`src/logic/mem_pkg.sv`:
```
package mem_pkg;

    // 32-bit data, address and PC value
    typedef logic [31:0] word_t;

    // Register file index
    typedef logic [4:0] reg_addr_t;

    // Write-back source select, not decoded in this stage
    typedef logic [3:0] wb_sel_t;

    // Memory operation carried from execute
    typedef enum logic [3:0] {
        MEM_NONE = 4'd0,
        MEM_LB   = 4'd1,
        MEM_LBU  = 4'd2,
        MEM_LH   = 4'd3,
        MEM_LHU  = 4'd4,
        MEM_LW   = 4'd5,
        MEM_SB   = 4'd6,
        MEM_SH   = 4'd7,
        MEM_SW   = 4'd8
    } mem_op_e;

    // addi x0, x0, 0
    localparam word_t INST_NOP = 32'h0000_0013;

    // PC value that marks a bubble slot
    localparam word_t REGPC_NOP = 32'hffff_ffff;

    // Bit write mask per operation
    // sub-word stores use the low lanes of the word
    function automatic word_t op_wmask(input mem_op_e op);
        word_t mask;
        case (op)
            MEM_SB:  mask = 32'h0000_00ff;
            MEM_SH:  mask = 32'h0000_ffff;
            default: mask = 32'hffff_ffff;
        endcase
        return mask;
    endfunction

endpackage
```
`src/logic/mem_bus_if.sv`:
```
`timescale 1ns/1ps

interface mem_bus_if import mem_pkg::*; ();

    // Command from the stage
    logic  cmd_start;
    logic  cmd_write;
    word_t addr;
    word_t wdata;
    word_t wmask;

    // Response from the memory
    logic  cmd_ready;
    word_t rdata;
    logic  rdata_valid;

    modport stage (
        output cmd_start,
        output cmd_write,
        output addr,
        output wdata,
        output wmask,
        input  cmd_ready,
        input  rdata,
        input  rdata_valid
    );

    modport memory (
        input  cmd_start,
        input  cmd_write,
        input  addr,
        input  wdata,
        input  wmask,
        output cmd_ready,
        output rdata,
        output rdata_valid
    );

endinterface

```
`src/logic/mem_access_stage.sv`:
```
`timescale 1ns/1ps

module mem_access_stage import mem_pkg::*; (
    input  logic      clk,
    input  logic      reset,
    input  logic      flush,

    input  word_t     in_pc,
    input  word_t     in_inst,
    input  word_t     in_rs2_data,
    input  word_t     in_alu_out,
    input  logic      in_br_flg,
    input  word_t     in_br_target,
    input  mem_op_e   in_mem_op,
    input  logic      in_rf_wen,
    input  wb_sel_t   in_wb_sel,
    input  reg_addr_t in_wb_addr,
    input  logic      in_jmp_flg,

    output word_t     out_read_data,
    output word_t     out_pc,
    output word_t     out_inst,
    output word_t     out_alu_out,
    output logic      out_br_flg,
    output word_t     out_br_target,
    output logic      out_rf_wen,
    output wb_sel_t   out_wb_sel,
    output reg_addr_t out_wb_addr,
    output logic      out_jmp_flg,

    output logic      stall,
    output logic      fwd_rf_wen,
    output reg_addr_t fwd_wb_addr,

    mem_bus_if.stage  bus
);

    typedef enum logic [1:0] {
        ST_IDLE,
        ST_WAIT_READY,
        ST_WAIT_READ
    } state_e;

    state_e state;
    state_e next_state;

    // Live fields, turned into a bubble on flush
    word_t     live_pc;
    word_t     live_inst;
    mem_op_e   live_op;
    logic      live_rf_wen;
    logic      live_br_flg;
    logic      live_jmp_flg;

    // Shadow copy of the held instruction
    word_t     save_pc;
    word_t     save_inst;
    word_t     save_rs2_data;
    word_t     save_alu_out;
    logic      save_br_flg;
    word_t     save_br_target;
    mem_op_e   save_op;
    logic      save_rf_wen;
    wb_sel_t   save_wb_sel;
    reg_addr_t save_wb_addr;
    logic      save_jmp_flg;

    logic  live_load;
    logic  live_store;
    logic  save_store;
    logic  idle;
    logic  take_live;
    logic  take_save;
    word_t load_data;

    assign live_pc      = flush ? REGPC_NOP : in_pc;
    assign live_inst    = flush ? INST_NOP : in_inst;
    assign live_op      = flush ? MEM_NONE : in_mem_op;
    assign live_rf_wen  = flush ? 1'b0 : in_rf_wen;
    assign live_br_flg  = flush ? 1'b0 : in_br_flg;
    assign live_jmp_flg = flush ? 1'b0 : in_jmp_flg;

    assign live_store = live_op inside {MEM_SB, MEM_SH, MEM_SW};
    assign live_load  = live_op inside {MEM_LB, MEM_LBU, MEM_LH, MEM_LHU, MEM_LW};
    assign save_store = save_op inside {MEM_SB, MEM_SH, MEM_SW};

    assign idle = (state == ST_IDLE);

    // Command comes from the live input when idle, else from the shadow copy
    assign bus.cmd_start = idle ? (live_load | live_store) : (state == ST_WAIT_READY);
    assign bus.cmd_write = idle ? live_store : (state == ST_WAIT_READY) & save_store;
    assign bus.addr      = idle ? in_alu_out : save_alu_out;
    assign bus.wdata     = idle ? in_rs2_data : save_rs2_data;
    assign bus.wmask     = idle ? op_wmask(live_op) : op_wmask(save_op);

    // Retire the live instruction directly, or the held one once memory answers
    assign take_live = idle & (~(live_load | live_store) | (live_store & bus.cmd_ready));
    assign take_save = ((state == ST_WAIT_READY) & save_store & bus.cmd_ready)
                     | ((state == ST_WAIT_READ) & bus.rdata_valid);

    assign stall = ~(take_live | take_save);

    assign fwd_rf_wen  = idle ? live_rf_wen : save_rf_wen;
    assign fwd_wb_addr = idle ? in_wb_addr : save_wb_addr;

    always_comb begin
        next_state = state;
        case (state)
            ST_IDLE: begin
                if (live_store && !bus.cmd_ready) begin
                    next_state = ST_WAIT_READY;
                end else if (live_load) begin
                    next_state = bus.cmd_ready ? ST_WAIT_READ : ST_WAIT_READY;
                end
            end
            ST_WAIT_READY: begin
                if (bus.cmd_ready) begin
                    next_state = save_store ? ST_IDLE : ST_WAIT_READ;
                end
            end
            ST_WAIT_READ: begin
                if (bus.rdata_valid) begin
                    next_state = ST_IDLE;
                end
            end
            default: next_state = ST_IDLE;
        endcase
        if (flush) begin
            next_state = ST_IDLE;
        end
    end

    // LH and LB sign-extend, the unsigned forms zero-extend
    always_comb begin
        case (save_op)
            MEM_LB:  load_data = {{24{bus.rdata[7]}}, bus.rdata[7:0]};
            MEM_LBU: load_data = {24'h0, bus.rdata[7:0]};
            MEM_LH:  load_data = {{16{bus.rdata[15]}}, bus.rdata[15:0]};
            MEM_LHU: load_data = {16'h0, bus.rdata[15:0]};
            default: load_data = bus.rdata;
        endcase
    end

    always_ff @(posedge clk) begin
        if (reset) begin
            state <= ST_IDLE;
        end else begin
            state <= next_state;
        end
    end

    // Capture every idle cycle; a flush also overwrites a waiting copy
    always_ff @(posedge clk) begin
        if (idle || flush) begin
            save_pc        <= live_pc;
            save_inst      <= live_inst;
            save_rs2_data  <= in_rs2_data;
            save_alu_out   <= in_alu_out;
            save_br_flg    <= live_br_flg;
            save_br_target <= in_br_target;
            save_op        <= live_op;
            save_rf_wen    <= live_rf_wen;
            save_wb_sel    <= in_wb_sel;
            save_wb_addr   <= in_wb_addr;
            save_jmp_flg   <= live_jmp_flg;
        end
    end

    always_ff @(posedge clk) begin
        if (reset) begin
            out_pc      <= REGPC_NOP;
            out_inst    <= INST_NOP;
            out_rf_wen  <= 1'b0;
            out_br_flg  <= 1'b0;
            out_jmp_flg <= 1'b0;
        end else if (take_live) begin
            out_pc      <= live_pc;
            out_inst    <= live_inst;
            out_rf_wen  <= live_rf_wen;
            out_br_flg  <= live_br_flg;
            out_jmp_flg <= live_jmp_flg;
        end else if (take_save) begin
            out_pc      <= save_pc;
            out_inst    <= save_inst;
            out_rf_wen  <= save_rf_wen;
            out_br_flg  <= save_br_flg;
            out_jmp_flg <= save_jmp_flg;
        end else begin
            out_pc      <= REGPC_NOP;
            out_inst    <= INST_NOP;
            out_rf_wen  <= 1'b0;
            out_br_flg  <= 1'b0;
            out_jmp_flg <= 1'b0;
        end
    end

    always_ff @(posedge clk) begin
        if (take_live) begin
            out_alu_out   <= in_alu_out;
            out_br_target <= in_br_target;
            out_wb_sel    <= in_wb_sel;
            out_wb_addr   <= in_wb_addr;
        end else if (take_save) begin
            out_alu_out   <= save_alu_out;
            out_br_target <= save_br_target;
            out_wb_sel    <= save_wb_sel;
            out_wb_addr   <= save_wb_addr;
        end else begin
            out_alu_out   <= '1;
            out_br_target <= '1;
            out_wb_sel    <= '0;
            out_wb_addr   <= '0;
        end
        // only a completing load carries data
        out_read_data <= (state == ST_WAIT_READ && bus.rdata_valid) ? load_data : '1;
    end

endmodule

```
`src/flat_wrapper.sv`:
```
// flat-port wrapper written by rule: the top's interface ports become plain ports
module mem_access_stage_flat import mem_pkg::*;
  (clk, reset, flush, in_pc, in_inst, in_rs2_data, in_alu_out, in_br_flg, in_br_target, in_mem_op, in_rf_wen, in_wb_sel, in_wb_addr, in_jmp_flg, out_read_data, out_pc, out_inst, out_alu_out, out_br_flg, out_br_target, out_rf_wen, out_wb_sel, out_wb_addr, out_jmp_flg, stall, fwd_rf_wen, fwd_wb_addr, bus_cmd_start, bus_cmd_write, bus_addr, bus_wdata, bus_wmask, bus_cmd_ready, bus_rdata, bus_rdata_valid);
  mem_bus_if bus_i ();
  input  logic clk;
  input  logic reset;
  input  logic flush;
  input  word_t in_pc;
  input  word_t in_inst;
  input  word_t in_rs2_data;
  input  word_t in_alu_out;
  input  logic in_br_flg;
  input  word_t in_br_target;
  input  mem_op_e in_mem_op;
  input  logic in_rf_wen;
  input  wb_sel_t in_wb_sel;
  input  reg_addr_t in_wb_addr;
  input  logic in_jmp_flg;
  output word_t out_read_data;
  output word_t out_pc;
  output word_t out_inst;
  output word_t out_alu_out;
  output logic out_br_flg;
  output word_t out_br_target;
  output logic out_rf_wen;
  output wb_sel_t out_wb_sel;
  output reg_addr_t out_wb_addr;
  output logic out_jmp_flg;
  output logic stall;
  output logic fwd_rf_wen;
  output reg_addr_t fwd_wb_addr;
  output wire logic [$bits(bus_i.cmd_start)-1:0] bus_cmd_start;
  output wire logic [$bits(bus_i.cmd_write)-1:0] bus_cmd_write;
  output wire logic [$bits(bus_i.addr)-1:0] bus_addr;
  output wire logic [$bits(bus_i.wdata)-1:0] bus_wdata;
  output wire logic [$bits(bus_i.wmask)-1:0] bus_wmask;
  input wire logic [$bits(bus_i.cmd_ready)-1:0] bus_cmd_ready;
  input wire logic [$bits(bus_i.rdata)-1:0] bus_rdata;
  input wire logic [$bits(bus_i.rdata_valid)-1:0] bus_rdata_valid;
  assign bus_cmd_start = bus_i.cmd_start;
  assign bus_cmd_write = bus_i.cmd_write;
  assign bus_addr = bus_i.addr;
  assign bus_wdata = bus_i.wdata;
  assign bus_wmask = bus_i.wmask;
  assign bus_i.cmd_ready = bus_cmd_ready;
  assign bus_i.rdata = bus_rdata;
  assign bus_i.rdata_valid = bus_rdata_valid;
  mem_access_stage u_core (.clk(clk), .reset(reset), .flush(flush), .in_pc(in_pc), .in_inst(in_inst), .in_rs2_data(in_rs2_data), .in_alu_out(in_alu_out), .in_br_flg(in_br_flg), .in_br_target(in_br_target), .in_mem_op(in_mem_op), .in_rf_wen(in_rf_wen), .in_wb_sel(in_wb_sel), .in_wb_addr(in_wb_addr), .in_jmp_flg(in_jmp_flg), .out_read_data(out_read_data), .out_pc(out_pc), .out_inst(out_inst), .out_alu_out(out_alu_out), .out_br_flg(out_br_flg), .out_br_target(out_br_target), .out_rf_wen(out_rf_wen), .out_wb_sel(out_wb_sel), .out_wb_addr(out_wb_addr), .out_jmp_flg(out_jmp_flg), .stall(stall), .fwd_rf_wen(fwd_rf_wen), .fwd_wb_addr(fwd_wb_addr), .bus(bus_i));
endmodule
```
`config.mk`:
```
export PLATFORM = sky130hd
export DESIGN_NAME = mem_access_stage_flat
export DESIGN_NICKNAME = d
export VERILOG_FILES = /design/src/logic/mem_pkg.sv /design/src/logic/mem_bus_if.sv /design/src/logic/mem_access_stage.sv /design/src/flat_wrapper.sv
export SDC_FILE = /design/constraint.sdc
export NUM_CORES = 1
export LEC_CHECK = 0
export BUFFER_PORTS_ARGS = -buffer_cell sky130_fd_sc_hd__buf_2
export CAP_MARGIN = 20
export CORE_AREA = 2 2 193 195
export CTS_CLUSTER_SIZE = 12
export DETAILED_ROUTE_END_ITERATION = 7
export DIE_AREA = 0 0 195 197
export SLEW_MARGIN = 10
export SYNTH_ARGS = -nofsm -noshare
export SYNTH_HDL_FRONTEND = slang
export SYNTH_SLANG_ARGS = --single-unit
```
`constraint.sdc`:
```
create_clock -name clk -period 6.2 [get_ports clk]
set_input_delay 1.24 -clock clk [delete_from_list [all_inputs] [get_ports clk]]
set_output_delay 1.24 -clock clk [all_outputs]
set_load 0.02 [all_outputs]
```
==> metrics.csv, run 1 <==
metric,value,unit
floorplan row count,70,
TritonCTS Buffers,38,
setup slack of the critical path after layout,2.15,ns
Setup Buffers After CTS,0,
syn avg cell area,13.1,um^2
top fanout value on the critical path,39,
number of gates resized after CTS,0,
Final min period,4.05,ns
placed inst area,15000,um^2
core region area,36300,um^2
worst skew pair latency,0.54,ns
post-detailed-placement half-perimeter wirelength,24.1,mm
largest voltage drop on the vdd net,200,uV
Routed Antenna Nets,0,
tightest slew margin relative to the limit,31.8,%
Crit path max-delay family,buffers and inverters,
# H-tree levels,2,
post-synthesis instance area,12400,um^2
final worst clock skew,0.0101,ns
Hold Path Class,flip-flop to flip-flop,
Seq cells post-synth,350,
first-pass iteration count of the detailed router,4,
critical path buffer and inverter count,2,
power density of the placed cells,333,nW/um^2
"Cell Chain, Critical Path","buf_2, nor2b_1, nand2_1, nor3_1, nor2_1, buf_2",
Hold WS,0.450,ns
transition at the pin with the smallest max-transition slack,1.02,ns
maximum number of pins on one net before global-route repair,81,
highest-delay cell along the critical path,buf_2,
number of nets in the final layout,1616,
Clock Sinks,350,
die height,197,um
Post-Route Setup TNS,0,ns
clock-pin slew reported for the worst setup and hold paths after clock tree synthesis,0.06,ns
DRC violation count after routing,0,
largest buffer count on any clock path,3,
dominant register cell in the synthesized netlist,edfxtp_1,
status,"complete, no violations",
total design power,5.42,mW
CTS Hold Bufs,0,
Yosys top cell by area,edfxtp_1,
Overall Global Routing Usage,17.5,%
TritonCTS clock tree,done,
detailed router's first-iteration violation count,549,
final setup violation count,0,
Synth top area share,42.5,%
final weighted congestion of routability-driven global placement,0.808,
Required @ worst endpoint,4.96,ns
"Hold Vio Cnt, Final",0,
via count of the first global-routing pass,8972,
max-capacitance violation count,0,
setup repair after global routing missed its margin,no,
via count of the routed design,9021,
crit path DAT,2.81,ns
cell at the root of the clock tree,clkbuf_16,
Setup crit end kind,output port,
buffers added on ports,481,
Static Leakage,7.00,nW
final worst path period share,65.3,%
share of synthesized area occupied by flip-flops and latches,70.6,%
largest incremental delay on the critical path,0.61,ns
relative area change from synthesis to final layout,30.9,%
I/O Pins,490,
cell types occupying the most area after synthesis,"edfxtp_1, dfxtp_1, o22a_1",
layout cell share with drive strength beyond 1,39.3,%
number of antenna violations at the first check in global routing,6,
Via density,4.74,
number of different library cells in the post-synthesis netlist,47,
area of all placed cells without fillers,16300,um^2
count of warnings emitted by yosys,0,
minimum setup slack after placement,2.14,ns
die area,38400,um^2
post-synthesis cell count,947,
category of the most critical setup path,input port to output port,
sort of element at the start of the critical path,input port,
number of fillers in the final layout,3407,
Post-synth EDFFs,176,
detail-routed net length per standard cell,18.5,um
Horiz. Die Dim,195,um
Routed WL,35.2,mm
Post-synth ARST share,0,%
count of pins over their slew limit,0,
Initial Utilization,34.3,%
wire length of the first global-routing pass,52.1,mm
GRT Residual Overflow,0,
Max Clock Freq,247,MHz
library cell appearing most often on the critical path,buf_2,
## power breakdown
group	leakage [nW]	total, mW	internal (mW)	switching (mW)
logic	3.12	0.587	0.210	0.377
clock network	0.600	2.21	1.32	0.889
registers	3.29	2.62	2.58	0.0450
total	7.00	5.42	4.11	1.31
## worst register-to-register path: cells and delay by family (launching register included)
| kind | cells | cell delay, ns |
|---|---|---|
| buf+inv | 1 | 0.44 |
| simple gates | 2 | 1.21 |
| flops | 1 | 0.54 |
## per-stage QoR
step | std cells | util (%)
6_report | 1902 | 44.9
5_1_grt | 1902 | 44.9
4_1_cts | 1899 | 44.8
3_5_place_dp | 1830 | 41.4
3_3_place_gp | 1830 | 41.4
2_1_floorplan | 954 | -
## state kept, by name (all words and copies together) (netlist names)
name	count
u_core.save_br_target	32
u_core.save_rf_wen	1
u_core.state	2
u_core.out_pc	32
u_core.save_jmp_flg	1
u_core.save_rs2_data	32
u_core.save_op	4
u_core.out_jmp_flg	1
u_core.out_br_target	32
u_core.save_pc	32
u_core.out_wb_addr	5
u_core.save_inst	32
u_core.save_wb_addr	5
u_core.out_br_flg	1
u_core.out_read_data	32
u_core.out_alu_out	32
u_core.save_alu_out	32
u_core.out_wb_sel	4
u_core.save_br_flg	1
u_core.out_inst	32
u_core.out_rf_wen	1
u_core.save_wb_sel	4
## synth_stat cells, types with 2 or more instances
cell,n
buf_4,31
and3b_1,2
buf_2,17
a21o_1,25
dfxtp_1,174
nor3_1,4
a22o_1,36
edfxtp_1,176
nand3b_1,2
nand2b_1,9
or2_1,36
a32o_1,5
o21ai_1,3
a21oi_1,2
nor2b_1,38
nor2_1,9
nand2_1,215
o21ai_0,2
o22a_1,99
buf_1,2
clkbuf_1,23
buf_6,12
## worst paths after layout
path,cells after the start,slack (ns),startpoint,endpoint
worst max register to register,3,3.61,u_core.state[1],u_core.save_br_target[30]
worst max-delay path,6,2.15,flush,bus_wmask[9]
worst min-delay path,1,0.45,u_core.save_inst[18],u_core.out_inst[18]
worst min register to register,1,0.45,u_core.save_inst[18],u_core.out_inst[18]
## layer usage
metal	GRT usage [%]	routed length [um]	vias to the layer above
met5	0	38	-
met4	5.57	763	6
met3	6.25	2860	56
met2	28.7	17000	344
met1	21.6	14600	4369
li1	-	-	4246
## cell families after synthesis
logic type,synth area share (%)
DFF,70.6
and+or+nand+nor,12.2
AOI/OAI and AO/OA,12.6
buffers and inverters,4.43
xor gates and xnor gates,0.141
other,0.0302
## layout make-up
class / instances / area [um^2] / share of cell area [%]
sequential: 350 / 8770 / 53.9
multi-input combinational: 518 / 3160 / 19.4
timing repair buffer: 494 / 2520 / 15.5
clock buffer: 63 / 1170 / 7.17
tap: 468 / 586 / 3.60
clock inverter: 6 / 61.3 / 0.377
antenna: 2 / 5.00 / 0.0308
inverter: 1 / 3.75 / 0.0231
## placed cells by master (no fill, tap or decap), drive strengths merged, types with 6 or more instances in the layout
cell / netlist / layout
a21o: 25 / 25
a22o: 36 / 36
buf: 62 / 494
clkbuf: 23 / 63
conb: 1 / 8
dfxtp: 174 / 174
edfxtp: 176 / 176
nand2: 215 / 215
nand2b: 10 / 10
nor2: 10 / 10
nor2b: 38 / 38
o21ai: 6 / 6
o22a: 99 / 99
or2: 37 / 37
(Power assumes the default switching activity.)
==> inputs of run 2 (changes only) <==
CORE_AREA = 2 2 190 192   (was 2 2 193 195)
DIE_AREA = 0 0 192 194   (was 0 0 195 197)
clock period = 4.1 ns   (was 6.2 ns; I/O delays follow)
==> metrics.csv, run 2 (synthesis results as in run 1) <==
metric,value,unit
Worst setup startpoint,u_core.state[1],
Multi-input gate area,3170,um^2
transition at the pin with the smallest max-transition slack,0.870,ns
final setup violation count,0,
capture point of the worst reg-to-reg path,u_core.out_pc[14],
buffers added on ports,481,
final worst clock skew,0.0229,ns
final worst path period share,84.1,%
TritonCTS Buffers,38,
floorplan row count,69,
core region area,35200,um^2
Final min period,3.45,ns
Initial Utilization,35.3,%
first-pass iteration count of the detailed router,5,
"leading cell type in the layout, fill and taps excluded",buf_2,
GRT Residual Overflow,0,
CTS Hold Bufs,0,
final weighted congestion of routability-driven global placement,0.809,
Horiz. Die Dim,192,um
worst skew pair latency,0.54,ns
detail-routed net length per standard cell,18.3,um
highest-delay cell along the critical path,or2_4,
max-capacitance violation count,0,
number of nets in the final layout,1616,
post-detailed-placement half-perimeter wirelength,23.7,mm
largest incremental delay on the critical path,0.62,ns
maximum number of pins on one net before global-route repair,117,
cell at the root of the clock tree,clkbuf_16,
R2R cell count,5,
number of gates resized after CTS,0,
detailed router's first-iteration violation count,426,
total design power,8.13,mW
most frequent cells in the layout,"buf_2, nand2_1, edfxtp_1",
Via density,4.76,
via count of the first global-routing pass,8822,
Max Clock Freq,290,MHz
r2r setup slk,1.76,ns
largest voltage drop on the vdd net,316,uV
top fanout value on the critical path,42,
status,"complete, no violations",
category of the most critical setup path,flip-flop to output port,
TritonCTS clock tree,done,
# H-tree levels,2,
Required @ worst endpoint,3.28,ns
Post-Route Setup TNS,0,ns
number of fillers in the final layout,3297,
tightest slew margin relative to the limit,42.0,%
count of pins over their slew limit,0,
Setup crit end kind,output port,
power density of the placed cells,500,nW/um^2
setup repair after global routing missed its margin,no,
Hold Path Class,flip-flop to flip-flop,
die area,37200,um^2
sort of element at the start of the critical path,flip-flop,
area used by sequential logic in the layout,8770,um^2
"Hold Vio Cnt, Final",0,
largest buffer count on any clock path,3,
relative area change from synthesis to final layout,31.0,%
Routed Antenna Nets,0,
die height,194,um
origin of the critical flop-to-flop path,u_core.state[1],
I/O Pins,490,
Overall Global Routing Usage,17.8,%
clock-pin slew reported for the worst setup and hold paths after clock tree synthesis,0.06,ns
timing endpoint of the critical path,bus_wmask[8],
crit path DAT,2.63,ns
DRC violation count after routing,0,
Setup Buffers After CTS,0,
"Cell Chain, Critical Path","or2_4, nor3_1, nor2_1, buf_2",
layout cell share with drive strength beyond 1,39.2,%
via count of the routed design,9021,
wire length of the first global-routing pass,50.8,mm
Static Leakage,7.01,nW
number of antenna violations at the first check in global routing,7,
Clock Sinks,350,
Routed WL,34.7,mm
==> run 2: changes by cell type in the layout (fill, tap and decap cells not counted), moves of 2 or more <==
cell      change
buf_4         -3
clkbuf_8      -3
buf_12        +2
clkinv_1      +2
==> run 2: through the flow <==
step	hold WS, ns	setup slack [ns]	cells	cell area, um^2	util [%]
floorplan	0.429	0.295	954	12500	-
global placement	0.436	0.858	1822	15000	42.7
detailed placement	0.438	0.803	1822	15000	42.7
CTS	0.422	0.553	1890	16200	46.1
global route	0.441	0.414	1895	16300	46.2
finish	0.452	0.651	1895	16300	46.2
==> run 2: how the worst min path moves through the flow <==
stage | slack, ns | start | to | cells after the start
CTS | 0.42 | bus_rdata[0] | u_core.out_read_data[0] | 2
floorplan | 0.43 | u_core.save_inst[0] | u_core.out_inst[0] | 1
global placement | 0.44 | u_core.save_pc[27] | u_core.out_pc[27] | 1
detailed placement | 0.44 | u_core.save_pc[29] | u_core.out_pc[29] | 1
finish | 0.45 | u_core.save_inst[7] | u_core.out_inst[7] | 1
global route | 0.44 | bus_rdata[0] | u_core.out_read_data[0] | 2
==> run 2: layout make-up <==
| type | count | area share [%] |
|---|---|---|
| Tap cell | 461 | 3.54 |
| Clock buffer | 61 | 7.06 |
| Antenna cell | 3 | 0.0461 |
| Clock inverter | 7 | 0.246 |
| Sequential cell | 350 | 53.9 |
| Multi-Input combinational cell | 518 | 19.5 |
| Timing Repair Buffer | 494 | 15.7 |
| Inverter | 1 | 0.0231 |
==> run 2: routing by layer <==
metal | track usage (%) | vias to the layer above | routed length, um
met5 | 0 | - | 46
met4 | 7.72 | 6 | 1130
met3 | 6.05 | 71 | 3150
met2 | 29.0 | 359 | 16400
met1 | 21.3 | 4341 | 14000
li1 | - | 4244 | -
==> run 2: power by group <==
group	switching, mW	internal, mW	total [mW]	leakage, nW
clock network	1.35	1.92	3.28	0.584
registers	0.0661	3.90	3.96	3.29
logic	0.572	0.322	0.894	3.14
total	1.99	6.14	8.13	7.01
==> run 2: worst max-delay path: cells and delay by family, from the launching register on <==
| family | cells | cell delay [ns] |
|---|---|---|
| and+or+nand+nor | 3 | 1.28 |
| DFF | 1 | 0.50 |
| buffers and inverters | 1 | 0.29 |
==> inputs of run 3 (changes only) <==
ABC_AREA = 1   (was unset)
CORE_AREA = 2 2 188 190   (was 2 2 190 192)
DIE_AREA = 0 0 190 192   (was 0 0 192 194)
clock period = 3.2 ns   (was 4.1 ns; I/O delays follow)
==> metrics.csv, run 3 <==
metric,value,unit
setup repair after global routing missed its margin,no,
share of synthesized area occupied by flip-flops and latches,66.7,%
power density of the placed cells,688,nW/um^2
final worst path period share,92.2,%
DRC violation count after routing,0,
Max Clock Freq,339,MHz
floorplan row count,68,
via count of the routed design,10400,
Required @ worst endpoint,2.56,ns
TritonCTS Buffers,39,
number of antenna violations at the first check in global routing,8,
count of pins over their slew limit,0,
most frequent cells in the layout,"buf_2, nand2_1, edfxtp_1",
cell at the root of the clock tree,clkbuf_16,
Overall Global Routing Usage,19.2,%
final worst clock skew,0.0125,ns
post-synthesis cell count,1351,
CTS Hold Bufs,0,
"leading cell type in the layout, fill and taps excluded",buf_2,
Initial Utilization,38.3,%
via count of the first global-routing pass,10100,
Setup Buffers After CTS,0,
clock-pin slew reported for the worst setup and hold paths after clock tree synthesis,0.06,ns
detail-routed net length per standard cell,16.0,um
max-capacitance violation count,0,
die area,36500,um^2
syn avg cell area,9.73,um^2
Post-Route Setup TNS,0,ns
xor and xnor area share after synthesis,0,%
mux cell area share after synthesis,0,%
first-pass iteration count of the detailed router,5,
final setup violation count,0,
category of the most critical setup path,flip-flop to output port,
maximum number of pins on one net before global-route repair,104,
cell types occupying the most area after synthesis,"edfxtp_1, dfxtp_1, nand2_1",
Synth top area share,40.2,%
Static Leakage,8.19,nW
Horiz. Die Dim,190,um
Yosys top cell by area,edfxtp_1,
ranking of synthesized cells by instance count,"nand2_1, edfxtp_1, dfxtp_1",
I/O Pins,490,
area used by sequential logic in the layout,8770,um^2
post-synthesis instance area,13100,um^2
top-count cell post-synth,nand2_1,
Post-synth EDFFs,176,
dominant register cell in the synthesized netlist,edfxtp_1,
Setup crit end kind,output port,
Clock Sinks,350,
number of fillers in the final layout,3251,
crit path DAT,2.31,ns
minimum setup slack after placement,0.555,ns
top fanout value on the critical path,95,
Seq cells post-synth,350,
wire length of the first global-routing pass,55.0,mm
Hold Path Class,input port to flip-flop,
final weighted congestion of routability-driven global placement,0.843,
post-synthesis simple-gate area fraction,19.0,%
Final min period,2.95,ns
buffers added on ports,481,
detailed router's first-iteration violation count,495,
tightest slew margin relative to the limit,34.1,%
die height,192,um
sort of element at the start of the critical path,flip-flop,
Post-synth ARST share,0,%
layout cell share with drive strength beyond 1,33.2,%
status,"complete, no violations",
largest voltage drop on the vdd net,325,uV
Via density,4.53,
count of warnings emitted by yosys,0,
"Hold Vio Cnt, Final",0,
TritonCTS clock tree,done,
# H-tree levels,2,
largest family of logic cells by synthesized area,simple AND/OR/NAND/NOR gates,
Routed WL,36.6,mm
"synthesized-area fraction occupied by ao, oa, aoi and oai cells",5.74,%
number of gates resized after CTS,0,
post-detailed-placement half-perimeter wirelength,25.2,mm
largest buffer count on any clock path,3,
Routed Antenna Nets,0,
number of nets in the final layout,2014,
GRT Residual Overflow,0,
setup slack of the critical path after layout,0.250,ns
Multi-input gate area,3320,um^2
worst skew pair latency,0.52,ns
relative area change from synthesis to final layout,30.5,%
core region area,34300,um^2
number of different library cells in the post-synthesis netlist,24,
"arithmetic-cell share of the synthesized area counting full adders, half adders and majority gates",0,%
transition at the pin with the smallest max-transition slack,0.988,ns
run 3: cell count changes in the layout (fill, tap and decap cells not counted), moves of 25 or more:
cell and delta:
a21o_1 -25, a21oi_1 +95, a22o_1 -36, inv_1 +144, nand2_1 +139, nand3_1 +91, nor2_1 +102, nor2b_1 -38
o21ai_0 +43, o22a_1 -99, or2_1 -36, or2_2 +42
run 3: stage by stage:
step / std cells / power (mW) / instance area [um^2] / utilization [%] / hold WS [ns]
floorplan: 1358 / 6.64 / 13200 / - / 0.419
global placement: 2215 / 7.40 / 15900 / 46.2 / 0.423
detailed placement: 2215 / 7.43 / 15900 / 46.2 / 0.425
CTS: 2285 / 12.0 / 17100 / 50.0 / 0.273
global route: 2290 / 12.3 / 17200 / 50.0 / 0.276
finish: 2290 / 11.8 / 17200 / 50.0 / 0.305
run 3: layer usage:
metal	GRT usage (%)	wire [um]
met5	0	38
met2	33.0	18000
met1	23.8	15000
met3	4.53	2580
met4	6.68	899
run 3: worst paths after layout:
check,startpoint,endpoint,slack (ns),depth (start not counted)
max,u_core.state[1],bus_wmask[15],0.25,5
min,in_rs2_data[1],u_core.save_rs2_data[1],0.30,1
max reg2reg,u_core.save_op[1],u_core.out_alu_out[6],1.08,7
min reg2reg,u_core.save_wb_sel[3],u_core.out_wb_sel[3],0.44,2
run 3: critical path: stages (launching register included):
cell     delay [ns]
dfxtp_1        0.37
nor2_4         0.18
buf_12         0.32
nor3_1         0.10
nor2_1         0.49
buf_2          0.28
run 3: logic make-up after synthesis:
kind of cell	after synthesis
and+or+nand+nor	603
DFF	350
buffers and inverters	249
AOI/OAI and AO/OA	148
other	1
run 3: cell type report:
| cell class | count | area share (%) |
|---|---|---|
| sequential | 350 | 51.1 |
| multi-input combinational | 759 | 19.4 |
| timing repair buffer | 501 | 15.3 |
| clock buffer | 60 | 6.64 |
| tap | 455 | 3.32 |
| inverter | 150 | 3.28 |
| clock inverter | 10 | 0.890 |
| antenna | 5 | 0.0729 |
run 3: power by group:
group / internal (mW) / total, mW / switching [mW]
sequential: 5.16 / 5.29 / 0.124
combinational: 0.624 / 2.03 / 1.40
clock: 2.77 / 4.49 / 1.72
